**src/spi_pkg.sv**
```systemverilog
// sizes and codes shared by the SPI master; lengths count bits and a data phase holds at most 65535
package spi_pkg;

  localparam int word_w      = 32;
  localparam int len_w       = 16;
  localparam int phase_len_w = 6;
  localparam int div_w       = 8;
  localparam int cs_n        = 4;
  localparam int quad_lanes  = 4;

  // bits left in a word fit from 0 up to word_w
  localparam int bit_cnt_w  = $clog2(word_w) + 1;
  localparam int lane_shift = $clog2(quad_lanes);

  // how the four data pins are used
  typedef enum logic [1:0] {
    mode_std     = 2'b00,
    mode_quad_tx = 2'b01,
    mode_quad_rx = 2'b10
  } spi_mode_t;

  typedef enum logic [2:0] {
    st_idle,
    st_cmd,
    st_addr,
    st_dummy,
    st_data_tx,
    st_data_rx,
    st_wait_edge
  } seq_state_t;

  // one bit per phase, wait_edge shows as data_rx
  typedef logic [5:0] status_t;

  localparam status_t stat_idle    = 6'b000001;
  localparam status_t stat_cmd     = 6'b000010;
  localparam status_t stat_addr    = 6'b000100;
  localparam status_t stat_dummy   = 6'b001000;
  localparam status_t stat_data_tx = 6'b010000;
  localparam status_t stat_data_rx = 6'b100000;

  typedef enum logic [2:0] {
    src_null,
    src_empty,
    src_cmd,
    src_addr,
    src_fifo
  } tx_src_t;

endpackage

```
**src/spi_sequencer.sv**
```systemverilog
// start strobes are only seen in idle; dummy cycles run only when the data length is non-zero
`timescale 1ns/1ps

module spi_sequencer (
  input  logic                            clk,
  input  logic                            rstn,
  input  logic                            rd,
  input  logic                            wr,
  input  logic                            qrd,
  input  logic                            qwr,
  input  logic [spi_pkg::phase_len_w-1:0] cmd_len,
  input  logic [spi_pkg::phase_len_w-1:0] addr_len,
  input  logic [spi_pkg::len_w-1:0]       data_len,
  input  logic [spi_pkg::len_w-1:0]       dummy_rd,
  input  logic [spi_pkg::len_w-1:0]       dummy_wr,
  input  logic                            tx_done,
  input  logic                            rx_done,
  input  logic                            tx_clk_en,
  input  logic                            rx_clk_en,
  input  logic                            spi_fall,
  output logic                            clock_en,
  output logic                            cs_active,
  output logic                            en_tx,
  output logic                            en_rx,
  output logic                            tx_counter_upd,
  output logic                            rx_counter_upd,
  output logic                            quad,
  output logic                            eot,
  output logic [spi_pkg::len_w-1:0]       tx_counter,
  output logic [spi_pkg::len_w-1:0]       rx_counter,
  output spi_pkg::tx_src_t                tx_src,
  output spi_pkg::status_t                status,
  output spi_pkg::spi_mode_t              mode
);

  import spi_pkg::*;

  seq_state_t       state_q;
  seq_state_t       state_next;
  seq_state_t       pick;
  spi_mode_t        mode_next;
  logic             start;
  logic             advance;
  logic             rx_q;
  logic             quad_q;
  logic             rx_dir;
  logic [1:0]       level;
  logic [len_w-1:0] dummy_len;

  assign start     = rd | wr | qrd | qwr;
  assign cs_active = state_q != st_idle;

  // in idle the strobes decide, later the latched copies
  assign rx_dir    = cs_active ? rx_q : (rd | qrd);
  assign quad      = cs_active ? quad_q : (qrd | qwr);
  assign dummy_len = rx_dir ? dummy_rd : dummy_wr;

  // how far the transaction has come, and whether this phase ends now
  always_comb
  begin
    level   = 2'd0;
    advance = 1'b0;
    case (state_q)
      st_idle:  advance = start;
      st_cmd:
      begin
        level   = 2'd1;
        advance = tx_done;
      end
      st_addr:
      begin
        level   = 2'd2;
        advance = tx_done;
      end
      st_dummy:
      begin
        level   = 2'd3;
        advance = tx_done;
      end
      default: ;
    endcase
  end

  // first non-empty phase after the current one
  always_comb
  begin
    pick = st_idle;
    if (level == 2'd0 && cmd_len != '0)
      pick = st_cmd;
    else if (level <= 2'd1 && addr_len != '0)
      pick = st_addr;
    else if (data_len != '0)
    begin
      if (level <= 2'd2 && dummy_len != '0)
        pick = st_dummy;
      else
        pick = rx_dir ? st_data_rx : st_data_tx;
    end
  end

  always_comb
  begin
    state_next     = state_q;
    clock_en       = 1'b0;
    en_tx          = 1'b0;
    en_rx          = 1'b0;
    tx_counter_upd = 1'b0;
    rx_counter_upd = 1'b0;
    tx_counter     = '0;
    rx_counter     = '0;
    tx_src         = src_null;
    eot            = 1'b0;

    case (state_q)
      st_cmd, st_addr, st_dummy:
      begin
        tx_src   = (state_q == st_cmd)  ? src_cmd :
                   (state_q == st_addr) ? src_addr : src_empty;
        en_tx    = 1'b1;
        clock_en = tx_clk_en;
      end
      st_data_tx:
      begin
        tx_src   = src_fifo;
        en_tx    = 1'b1;
        clock_en = tx_clk_en;
        if (tx_done)
        begin
          eot        = 1'b1;
          clock_en   = 1'b0;
          state_next = st_idle;
        end
      end
      st_data_rx:
      begin
        en_rx    = 1'b1;
        clock_en = rx_clk_en;
        if (rx_done)
          state_next = st_wait_edge;
      end
      st_wait_edge:
      begin
        // spi_clk rests high after the last sample, one fall closes the frame
        clock_en = !spi_fall;
        if (spi_fall)
        begin
          eot        = 1'b1;
          state_next = st_idle;
        end
      end
      default: ;
    endcase

    // loads for the next phase go out in the cycle the current one ends
    if (advance)
    begin
      state_next = pick;
      case (pick)
        st_cmd:
        begin
          tx_counter     = len_w'(cmd_len);
          tx_src         = src_cmd;
          tx_counter_upd = 1'b1;
          en_tx          = 1'b1;
        end
        st_addr:
        begin
          tx_counter     = len_w'(addr_len);
          tx_src         = src_addr;
          tx_counter_upd = 1'b1;
          en_tx          = 1'b1;
        end
        st_dummy:
        begin
          tx_counter     = quad ? dummy_len << lane_shift : dummy_len;
          tx_src         = src_empty;
          tx_counter_upd = 1'b1;
          en_tx          = 1'b1;
        end
        st_data_tx:
        begin
          tx_counter     = data_len;
          tx_src         = src_fifo;
          tx_counter_upd = 1'b1;
          en_tx          = 1'b1;
        end
        st_data_rx:
        begin
          rx_counter     = data_len;
          rx_counter_upd = 1'b1;
          // keep the clock running out of an earlier phase, but not out of idle
          clock_en       = cs_active;
        end
        default:
        begin
          eot      = 1'b1;
          clock_en = 1'b0;
        end
      endcase
    end
  end

  always_comb
  begin
    case (state_next)
      st_cmd, st_addr, st_data_tx:         mode_next = quad ? mode_quad_tx : mode_std;
      st_dummy, st_data_rx, st_wait_edge:  mode_next = quad ? mode_quad_rx : mode_std;
      default:                             mode_next = mode_quad_rx;
    endcase
  end

  always_comb
  begin
    case (state_q)
      st_cmd:                   status = stat_cmd;
      st_addr:                  status = stat_addr;
      st_dummy:                 status = stat_dummy;
      st_data_tx:               status = stat_data_tx;
      st_data_rx, st_wait_edge: status = stat_data_rx;
      default:                  status = stat_idle;
    endcase
  end

  always_ff @(posedge clk or negedge rstn)
  begin
    if (!rstn)
    begin
      state_q <= st_idle;
      quad_q  <= 1'b0;
      rx_q    <= 1'b0;
      mode    <= mode_quad_rx;
    end
    else
    begin
      state_q <= state_next;
      mode    <= mode_next;
      if (!cs_active && start)
      begin
        quad_q <= quad;
        rx_q   <= rx_dir;
      end
    end
  end

endmodule

```
**config.mk**
```make
export PLATFORM = sky130hd
export DESIGN_NAME = spi_sequencer
export DESIGN_NICKNAME = d
export VERILOG_FILES = /design/src/spi_pkg.sv /design/src/spi_sequencer.sv
export SDC_FILE = /design/constraint.sdc
export NUM_CORES = 1
export LEC_CHECK = 0
export BUFFER_PORTS_ARGS = -buffer_cell sky130_fd_sc_hd__clkbuf_2
export CAP_MARGIN = 20
export CORE_MARGIN = 4
export CORE_UTILIZATION = 35
export DETAILED_ROUTE_END_ITERATION = 8
export PLACE_DENSITY = 0.72
export SYNTH_ARGS = -nofsm -noshare
export SYNTH_HDL_FRONTEND = slang
export SYNTH_SLANG_ARGS = --single-unit
```
**constraint.sdc**
```tcl
create_clock -name clk -period 4.7 [get_ports clk]
set_input_delay 0.235 -clock clk [delete_from_list [all_inputs] [get_ports clk]]
set_output_delay 0.235 -clock clk [all_outputs]
set_load 0.03 [all_outputs]
```
==> summary.log, run 1 <==
qor: run_status.run_status complete, no violations
qor: timing.worst_slew_pin_slew 0.690 ns
qor: floorplan.fp.dieW 75.7 um
qor: timing.rsz_0062_raised_after_global_routing no
qor: drt.finalWirelength 6170 um
qor: clock_tree.register_clock_pin_slew_on_the_reported_worst_setup_and_hold_paths 0.04 ns
qor: synthesis.synthDistinctLibCells 52
qor: hold_path.worst_hold_path.num_cells 4
qor: worst_setup_path.worstSetupEndpointType output pin
qor: worst_setup_path.critical_path.top_delay_family simple AND/OR/NAND/NOR gates
qor: pwr.power_density 767 nW/um^2
qor: timing.final.min_clock_period 3.30 ns
qor: synthesis.seq_area_frac_synth 11.0%
qor: pwr.irDropWorstVdd 436 uV
qor: hold_path.hold_path_class in2reg
qor: synthesis.synth-main-ff-cell dfrtp_1
qor: final_layout.stdcell_count 397
qor: drt.remaining_drc_errors 0
qor: flow_run.maxCapViolations 0
qor: clock_tree.cts_buffer_depth 2
qor: clock_tree.cts_htree_levels 1
qor: synthesis.netlist_instances 234
qor: worst_setup_path.reg2reg_depth 8
qor: final_layout.final.fill_count 463
qor: drt.first_drt_pass_iteration_count 6
qor: final_layout.multi_input_area 1320 sq um
qor: worst_setup_path.slowest_delay 0.59 ns
qor: floorplan.design.core.area 4380 sq um
qor: timing.finalSetupViolCount 0
qor: timing.max_freq 303 MHz
qor: synthesis.synth_warnings 0
qor: worst_setup_path.r2r_end mode[1]
qor: clock_tree.cts_root_buffer clkbuf_8
qor: final_layout.top_library_cells_by_usage_in_the_layout_fill_and_taps_aside 121 x clkbuf_2, 36 x nand2_1, 25 x nor2_1
qor: place.final_wtd_congestion 0.891
qor: final_layout.antenna_cells_inserted 0
qor: clock_tree.cts_buffers 3
qor: place.hpwl 5170 um
qor: timing.finClkSkew 0.00264 ns
qor: global_route.grt_pass1_vias 2007
qor: floorplan.io_pins 122
qor: final_layout.nets 417
qor: clock_tree.cts.repair.resized 0
qor: synthesis.synth_nets 305
qor: synthesis.synth.ff_latch_count 7
qor: worst_setup_path.critPathSlowestCell dfrtp_1
qor: drt.wire_per_inst 15.5 um
qor: final_layout.flow.area_growth_from_synthesis 40.8%
qor: drt.detailedRoute.firstIterationViolations 152
qor: clock_tree.postCtsSetupBuffers 0
qor: final_layout.final_layout_size_suffix_gt1_share 42.0%
qor: place.placedCellCount 392
qor: timing.slew_violations 0
qor: drt.via_count 2230
qor: worst_setup_path.critPathKind reg2out
qor: worst_setup_path.worst_ep_arrival_time 3.06 ns
qor: synthesis.asyncSetResetFlopFracSynth 100%
qor: clock_tree.clk_latency 0.22 ns
qor: worst_setup_path.timing.rr.start state_q[2]
qor: synthesis.synth_edf_count 0
qor: clock_tree.cts.sinks 7
qor: floorplan.floorplan.die_area 5730 sq um
qor: global_route.globalRouteOverflowTotal 0
qor: global_route.grt_max_degree 23
qor: timing.fin_setup_tns 0 ns
qor: timing.finalHoldViolCount 0
qor: worst_setup_path.critPathMaxFanout 22
qor: place.port_buffers 121
qor: clock_tree.cts_tree yes
qor: worst_setup_path.critPathLaunchType register
qor: hold_path.worstHoldStart wr
qor: hold_path.min_to rx_q
qor: pwr.power.static_leakage 0.00113 uW
qor: worst_setup_path.cp_data_required_time 4.47 ns
qor: worst_setup_path.cells_along_the_critical_path nor3_4 > mux2i_2 > buf_4 > nand2_1 > nor2_2 > a222oi_1 > a21oi_1 > clkbuf_2
qor: global_route.number_of_antenna_violations_at_the_first_check_in_global_routing 0
qor: drt.drtAntennaViolNets 0
qor: worst_setup_path.timing.reg2reg.setup_slack 2.05 ns
qor: floorplan.initial_utilization 36.6%
qor: global_route.grt_first_pass_wirelength 9120 um
qor: synthesis.post_synth_instance_area 1610 sq um
qor: final_layout.seq_area 176 sq um
qor: synthesis.synth.avg_cell_area 6.86 sq um
qor: floorplan.placementRows 24
qor: final_layout.layout.cells.most_common clkbuf_2
qor: drt.vias_per_cell 5.62
qor: global_route.globalRouteTotalUtil 19.9%
qor: timing.slew-limit-headroom 54.0%
qor: worst_setup_path.timing.critical_path.buf_inv 2
qor: timing.period_share 70.2%
qor: floorplan.floorplan.die.height 75.7 um
==> cell usage after synthesis, types with 2 or more instances <==
| master | instances | share of area [%] |
|---|---|---|
| inv_1 | 9 | 2.1 |
| clkbuf_1 | 8 | 1.9 |
| a222oi_1 | 6 | 3.7 |
| dfrtp_1 | 6 | 9.4 |
| nor4_1 | 14 | 5.5 |
| nor2_1 | 25 | 5.8 |
| a22o_1 | 2 | 1.1 |
| a21o_1 | 3 | 1.4 |
| nand3_1 | 3 | 0.94 |
| nand4_1 | 2 | 0.78 |
| a21oi_1 | 7 | 2.2 |
| or2_2 | 2 | 0.78 |
| mux2i_1 | 14 | 8.7 |
| and2_1 | 18 | 7.0 |
| mux2_2 | 4 | 2.8 |
| buf_2 | 5 | 1.6 |
| o211ai_1 | 4 | 1.9 |
| a32oi_1 | 10 | 5.5 |
| or2_1 | 2 | 0.78 |
| nor2b_1 | 2 | 0.78 |
| nor3b_1 | 2 | 0.94 |
| a31oi_1 | 4 | 1.6 |
| nor4_2 | 2 | 1.6 |
| o21ai_0 | 12 | 3.7 |
| buf_4 | 2 | 0.94 |
| nand3b_1 | 2 | 0.94 |
| nand2_1 | 36 | 8.4 |
| nand2b_1 | 4 | 1.6 |
==> per-layer routing <==
layer | vias to the layer above | global-route usage (%) | part of all wire [%] | routed length, um
met2 | 117 | 32.8 | 46 | 2850
li1 | 1097 | - | - | -
met5 | - | 0 | 0 | 0
met4 | 0 | 3.30 | 1.0 | 63
met1 | 1010 | 28.4 | 43 | 2650
met3 | 6 | 2.11 | 9.9 | 609
==> final cells by class <==
type                    instances  area share (%)
clock buffers                   4            1.99
inverters                       9            1.49
multi-input cells             202            58.3
flip-flops and latches          7            7.80
well taps                      52            2.88
repair buffers                123            27.6
==> what timing repair did <==
action,4_1_cts,5_1_grt
setup endpoints to repair,0,0
hold endpoints to repair,6,0
hold buffers,1,0
==> worst max-delay path by stage <==
| stage | from | end | slack (ns) | depth (start not counted) |
|---|---|---|---|---|
| final | state_q[2] | tx_counter[4] | 1.40 | 8 |
| after global routing | state_q[2] | tx_counter[2] | 1.17 | 8 |
| after CTS | state_q[2] | tx_counter[2] | 1.44 | 8 |
| after detailed placement | state_q[2] | tx_counter[0] | 1.66 | 8 |
| after global placement | state_q[2] | tx_counter[1] | 1.74 | 8 |
| after floorplan | state_q[0] | tx_counter[0] | 2.11 | 10 |
==> stage by stage <==
step	instance area, sq um	power, uW	utilization, %	hold slack, ns	setup WS (ns)
after global placement	2210	1630	50.3	0.0750	1.74
final	2260	1730	51.6	0.318	1.40
after detailed placement	2210	1640	50.3	0.0728	1.66
after CTS	2260	1730	51.6	0.314	1.44
after floorplan	1610	1300	-	-0.0606	2.11
after global routing	2260	1860	51.6	0.339	1.17
==> worst min-delay path, cell delays in order <==
cell	delay, ns
clkbuf_2	0.08
nor4_2	0.07
nand2_1	0.06
nand2_1	0.05
==> logic make-up (layout without fill, tap and decap cells) <==
group	after synthesis	in the layout	synth area share [%]
and+or+nand+nor	121	121	39.7
AOI/OAI and AO/OA	60	60	28.4
adders and majority gates	1	1	0.701
buffers and inverters	25	136	7.17
DFF	7	7	11.0
xor gates and xnor gates	1	1	0.546
muxes	19	19	12.4
==> sequential cells by signal, indices dropped and copies added, names as in the netlist <==
name / count
state_q: 3
mode: 2
quad_q: 1
rx_q: 1
==> power by group <==
part / total [uW] / switching [uW] / leakage, uW / internal (uW)
combinational: 1480 / 997 / 0.00102 / 487
sequential: 168 / 73.6 / 0.0000786 / 94.2
clock: 81.1 / 22.7 / 0.0000228 / 58.4
total: 1730 / 1090 / 0.00113 / 640
(Power assumes the default switching activity.)
==> run 2: changes to the inputs <==
==> constraint.sdc (replaced) <==
create_clock -name clk -period 3.09 [get_ports clk]
set_input_delay 0.1545 -clock clk [delete_from_list [all_inputs] [get_ports clk]]
set_output_delay 0.1545 -clock clk [all_outputs]
set_load 0.03 [all_outputs]
==> run 2 against run 1 <==
  * Non-clock buffer count up 5
  * Critical path depth did not move
  * Via count is 0.18% higher
  * Combinational power is 59% higher
  * Global-route usage is 0.44 points higher
  * Total power rose by 54%
  * First-iteration DRC count is 14% higher
  * Sequential share of layout area is 0.13 points lower
  * Utilization rose by 0.86 points
  * Highest routed layer unchanged
==> summary.log, run 2 (same netlist as run 1, synthesis figures left out) <==
qor: drt.highest_layer_used_for_signal_routing met4 [unchanged]
qor: worst_setup_path.critPathLaunchType register [unchanged]
qor: final_layout.seq_area 176 sq um [unchanged]
qor: timing.max_freq 345 MHz
qor: clock_tree.register_clock_pin_slew_on_the_reported_worst_setup_and_hold_paths 0.04 ns [about the same]
qor: clock_tree.cts_htree_levels 1 [unchanged]
qor: drt.met2RoutedLength 2890 um [was 2850 um]
qor: drt.route.layer.met1.wl 2650 um [about the same]
qor: flow_run.maxCapViolations 0 [unchanged]
qor: final_layout.registers.top_by_ff_count state_q [unchanged]
qor: clock_tree.clk_latency 0.23 ns [was 0.22 ns]
qor: timing.slew-limit-headroom 57.0% [was 54.0%]
qor: place.hpwl 5200 um [was 5170 um]
qor: global_route.grt_max_degree 22 [was 23]
qor: drt.drtAntennaViolNets 0 [unchanged]
qor: drt.wire_per_inst 15.5 um [about the same]
qor: timing.fin_setup_tns 0 ns [unchanged]
qor: clock_tree.cts_tree yes [unchanged]
qor: clock_tree.cts_buffers 3 [unchanged]
qor: final_layout.post-route-cell-area 2300 sq um [was 2260 sq um]
qor: worst_setup_path.setup.worst_path.end tx_counter[3] [was tx_counter[4]]
qor: final_layout.final.fill_count 441 [was 463]
qor: final_layout.multi_input_area 1320 sq um [unchanged]
qor: pwr.power.static_leakage 0.00115 uW [was 0.00113 uW]
qor: floorplan.floorplan.die_area 5730 sq um [unchanged]
qor: worst_setup_path.timing.rr.start state_q[0] [was state_q[2]]
qor: final_layout.nets 422 [was 417]
qor: drt.dr_wl_met3 619 um [was 609 um]
qor: pwr.power_density 1160 nW/um^2 [was 767 nW/um^2]
qor: final_layout.reg_top3 state_q: 3 flops, mode: 2 flops [unchanged]
qor: drt.finalWirelength 6240 um [was 6170 um]
qor: worst_setup_path.r2r_end mode[1] [unchanged]
qor: clock_tree.cts.repair.resized 0 [unchanged]
qor: worst_setup_path.critPathKind reg2out [unchanged]
qor: hold_path.hold_path_class in2reg [unchanged]
qor: drt.first_drt_pass_iteration_count 7 [was 6]
qor: final_layout.flow.area_growth_from_synthesis 43.2% [was 40.8%]
qor: global_route.number_of_antenna_violations_at_the_first_check_in_global_routing 0 [unchanged]
qor: worst_setup_path.critPathSlowestCell dfrtp_1 [unchanged]
qor: clock_tree.cts_root_buffer clkbuf_8 [unchanged]
qor: global_route.grt_first_pass_wirelength 9150 um [was 9120 um]
qor: timing.slew_violations 0 [unchanged]
qor: global_route.globalRouteTotalUtil 20.4% [was 19.9%]
qor: floorplan.design.core.area 4380 sq um [unchanged]
qor: final_layout.largest_register_ff_count 3 [unchanged]
qor: floorplan.floorplan.die.height 75.7 um [unchanged]
qor: timing.hold_ws 0.228 ns [was 0.318 ns]
qor: final_layout.layout.cells.most_common clkbuf_2 [unchanged]
qor: clock_tree.cts.sinks 7 [unchanged]
qor: timing.rsz_0062_raised_after_global_routing no [unchanged]
qor: pwr.irDropWorstVdd 779 uV [was 436 uV]
qor: clock_tree.cts_buffer_depth 2 [unchanged]
qor: floorplan.fp.dieW 75.7 um [unchanged]
qor: worst_setup_path.reg2reg_depth 8 [unchanged]
qor: timing.finalHoldViolCount 0 [unchanged]
qor: worst_setup_path.critical_path.top_delay_family multiplexers [was simple AND/OR/NAND/NOR gates]
qor: worst_setup_path.timing.critical_path.buf_inv 2 [unchanged]
qor: worst_setup_path.worstSetupEndpointType output pin [unchanged]
qor: worst_setup_path.cells_along_the_critical_path nor3_4 > mux2i_2 > buf_4 > mux2_2 > or2_2 > o211ai_1 > a21oi_1 > clkbuf_2 [was nor3_4 > mux2i_2 > buf_4 > nand2_1 > nor2_2 > a222oi_1 > a21oi_1 > clkbuf_2]
qor: drt.detailedRoute.firstIterationViolations 174 [was 152]
qor: final_layout.final_layout_size_suffix_gt1_share 42.9% [was 42.0%]
qor: timing.final.min_clock_period 2.90 ns
qor: worst_setup_path.cp_data_required_time 2.94 ns [was 4.47 ns]
qor: drt.via_count 2234 [was 2230]
qor: place.postPlaceCellArea 2240 sq um [was 2210 sq um]
qor: worst_setup_path.critPathMaxFanout 17 [was 22]
qor: worst_setup_path.timing.reg2reg.setup_slack 0.76 ns [was 2.05 ns]
qor: timing.period_share 93.9%
qor: global_route.globalRouteOverflowTotal 0 [unchanged]
qor: floorplan.io_pins 122 [unchanged]
qor: drt.vias_per_cell 5.56 [was 5.62]
qor: final_layout.antenna_cells_inserted 0 [unchanged]
qor: drt.remaining_drc_errors 0 [unchanged]
qor: place.port_buffers 121 [unchanged]
qor: worst_setup_path.timing.critical_path.from state_q[0] [was state_q[2]]
qor: place.final_wtd_congestion 0.906 [was 0.891]
qor: timing.finalSetupViolCount 0 [unchanged]
qor: timing.worst_slew_pin_slew 0.643 ns [was 0.690 ns]
qor: floorplan.initial_utilization 36.6% [unchanged]
qor: final_layout.top_library_cells_by_usage_in_the_layout_fill_and_taps_aside 121 x clkbuf_2, 36 x nand2_1, 25 x nor2_1 [unchanged]
qor: run_status.run_status complete, no violations [unchanged]
qor: floorplan.placementRows 24 [unchanged]
qor: timing.finClkSkew 0.00270 ns [was 0.00264 ns]
qor: worst_setup_path.slowest_delay 0.49 ns [was 0.59 ns]
qor: global_route.grt_pass1_vias 1930 [was 2007]
qor: hold_path.worstHoldStart wr [unchanged]
qor: worst_setup_path.worst_ep_arrival_time 2.75 ns [was 3.06 ns]
qor: worst_setup_path.cp_num_cells 8 [unchanged]
run 2: cell types whose count changed in the layout (fill, tap and decap cells not counted):
cell and change:
buf_4 +5
run 2: area by class of cell:
class | instances | area share, %
flip-flops and latches | 7 | 7.68
clock buffers | 4 | 1.96
repair buffers | 128 | 28.7
inverters | 9 | 1.47
multi-input cells | 202 | 57.3
well taps | 52 | 2.83
run 2: how the worst min path moves through the flow:
stage | to | slack [ns] | cells past startpoint
after floorplan | mode[0] | -0.14 | 0
after global routing | quad_q | 0.26 | 4
after global placement | state_q[2] | 0.0004 | 1
final | quad_q | 0.23 | 4
after detailed placement | state_q[2] | 0.002 | 1
after CTS | quad_q | 0.23 | 4
run 2: report_power, final:
group	internal [uW]	switching (uW)
combinational	775	1580
sequential	145	42.7
clock	89.5	42.8
run 2: what timing repair did:
| item | CTS | global route |
|---|---|---|
| hold buffers | 1 | 0 |
| endpoints found under the hold margin | 7 | 0 |
| buffers inserted | 0 | 0 |
run 2: metrics by stage:
stage / std cells / util, % / total power [uW] / setup WS, ns
final: 402 / 52.4 / 2680 / 0.188
after global routing: 402 / 52.4 / 2910 / 0.0141
after global placement: 397 / 51.2 / 2520 / 0.516
after CTS: 402 / 52.4 / 2670 / 0.188
after detailed placement: 397 / 51.2 / 2530 / 0.442
after floorplan: 234 / - / 1980 / 0.581
run 2: layer usage:
metal  GRT usage, %  vias up
li1               -     1110
met1           28.2     1001
met2           34.0      116
met3           2.24        7
met4           4.27        0
met5              0        -
run 2: worst register-to-register path, stage by stage, from the launching register on:
cell and delay [ns]:
dfrtp_1 0.49, buf_4 0.23, o21ba_2 0.21, a211oi_2 0.38
nand2b_1 0.16, nor4_2 0.16, nor2_1 0.13, or3_1 0.42
o211ai_2 0.09
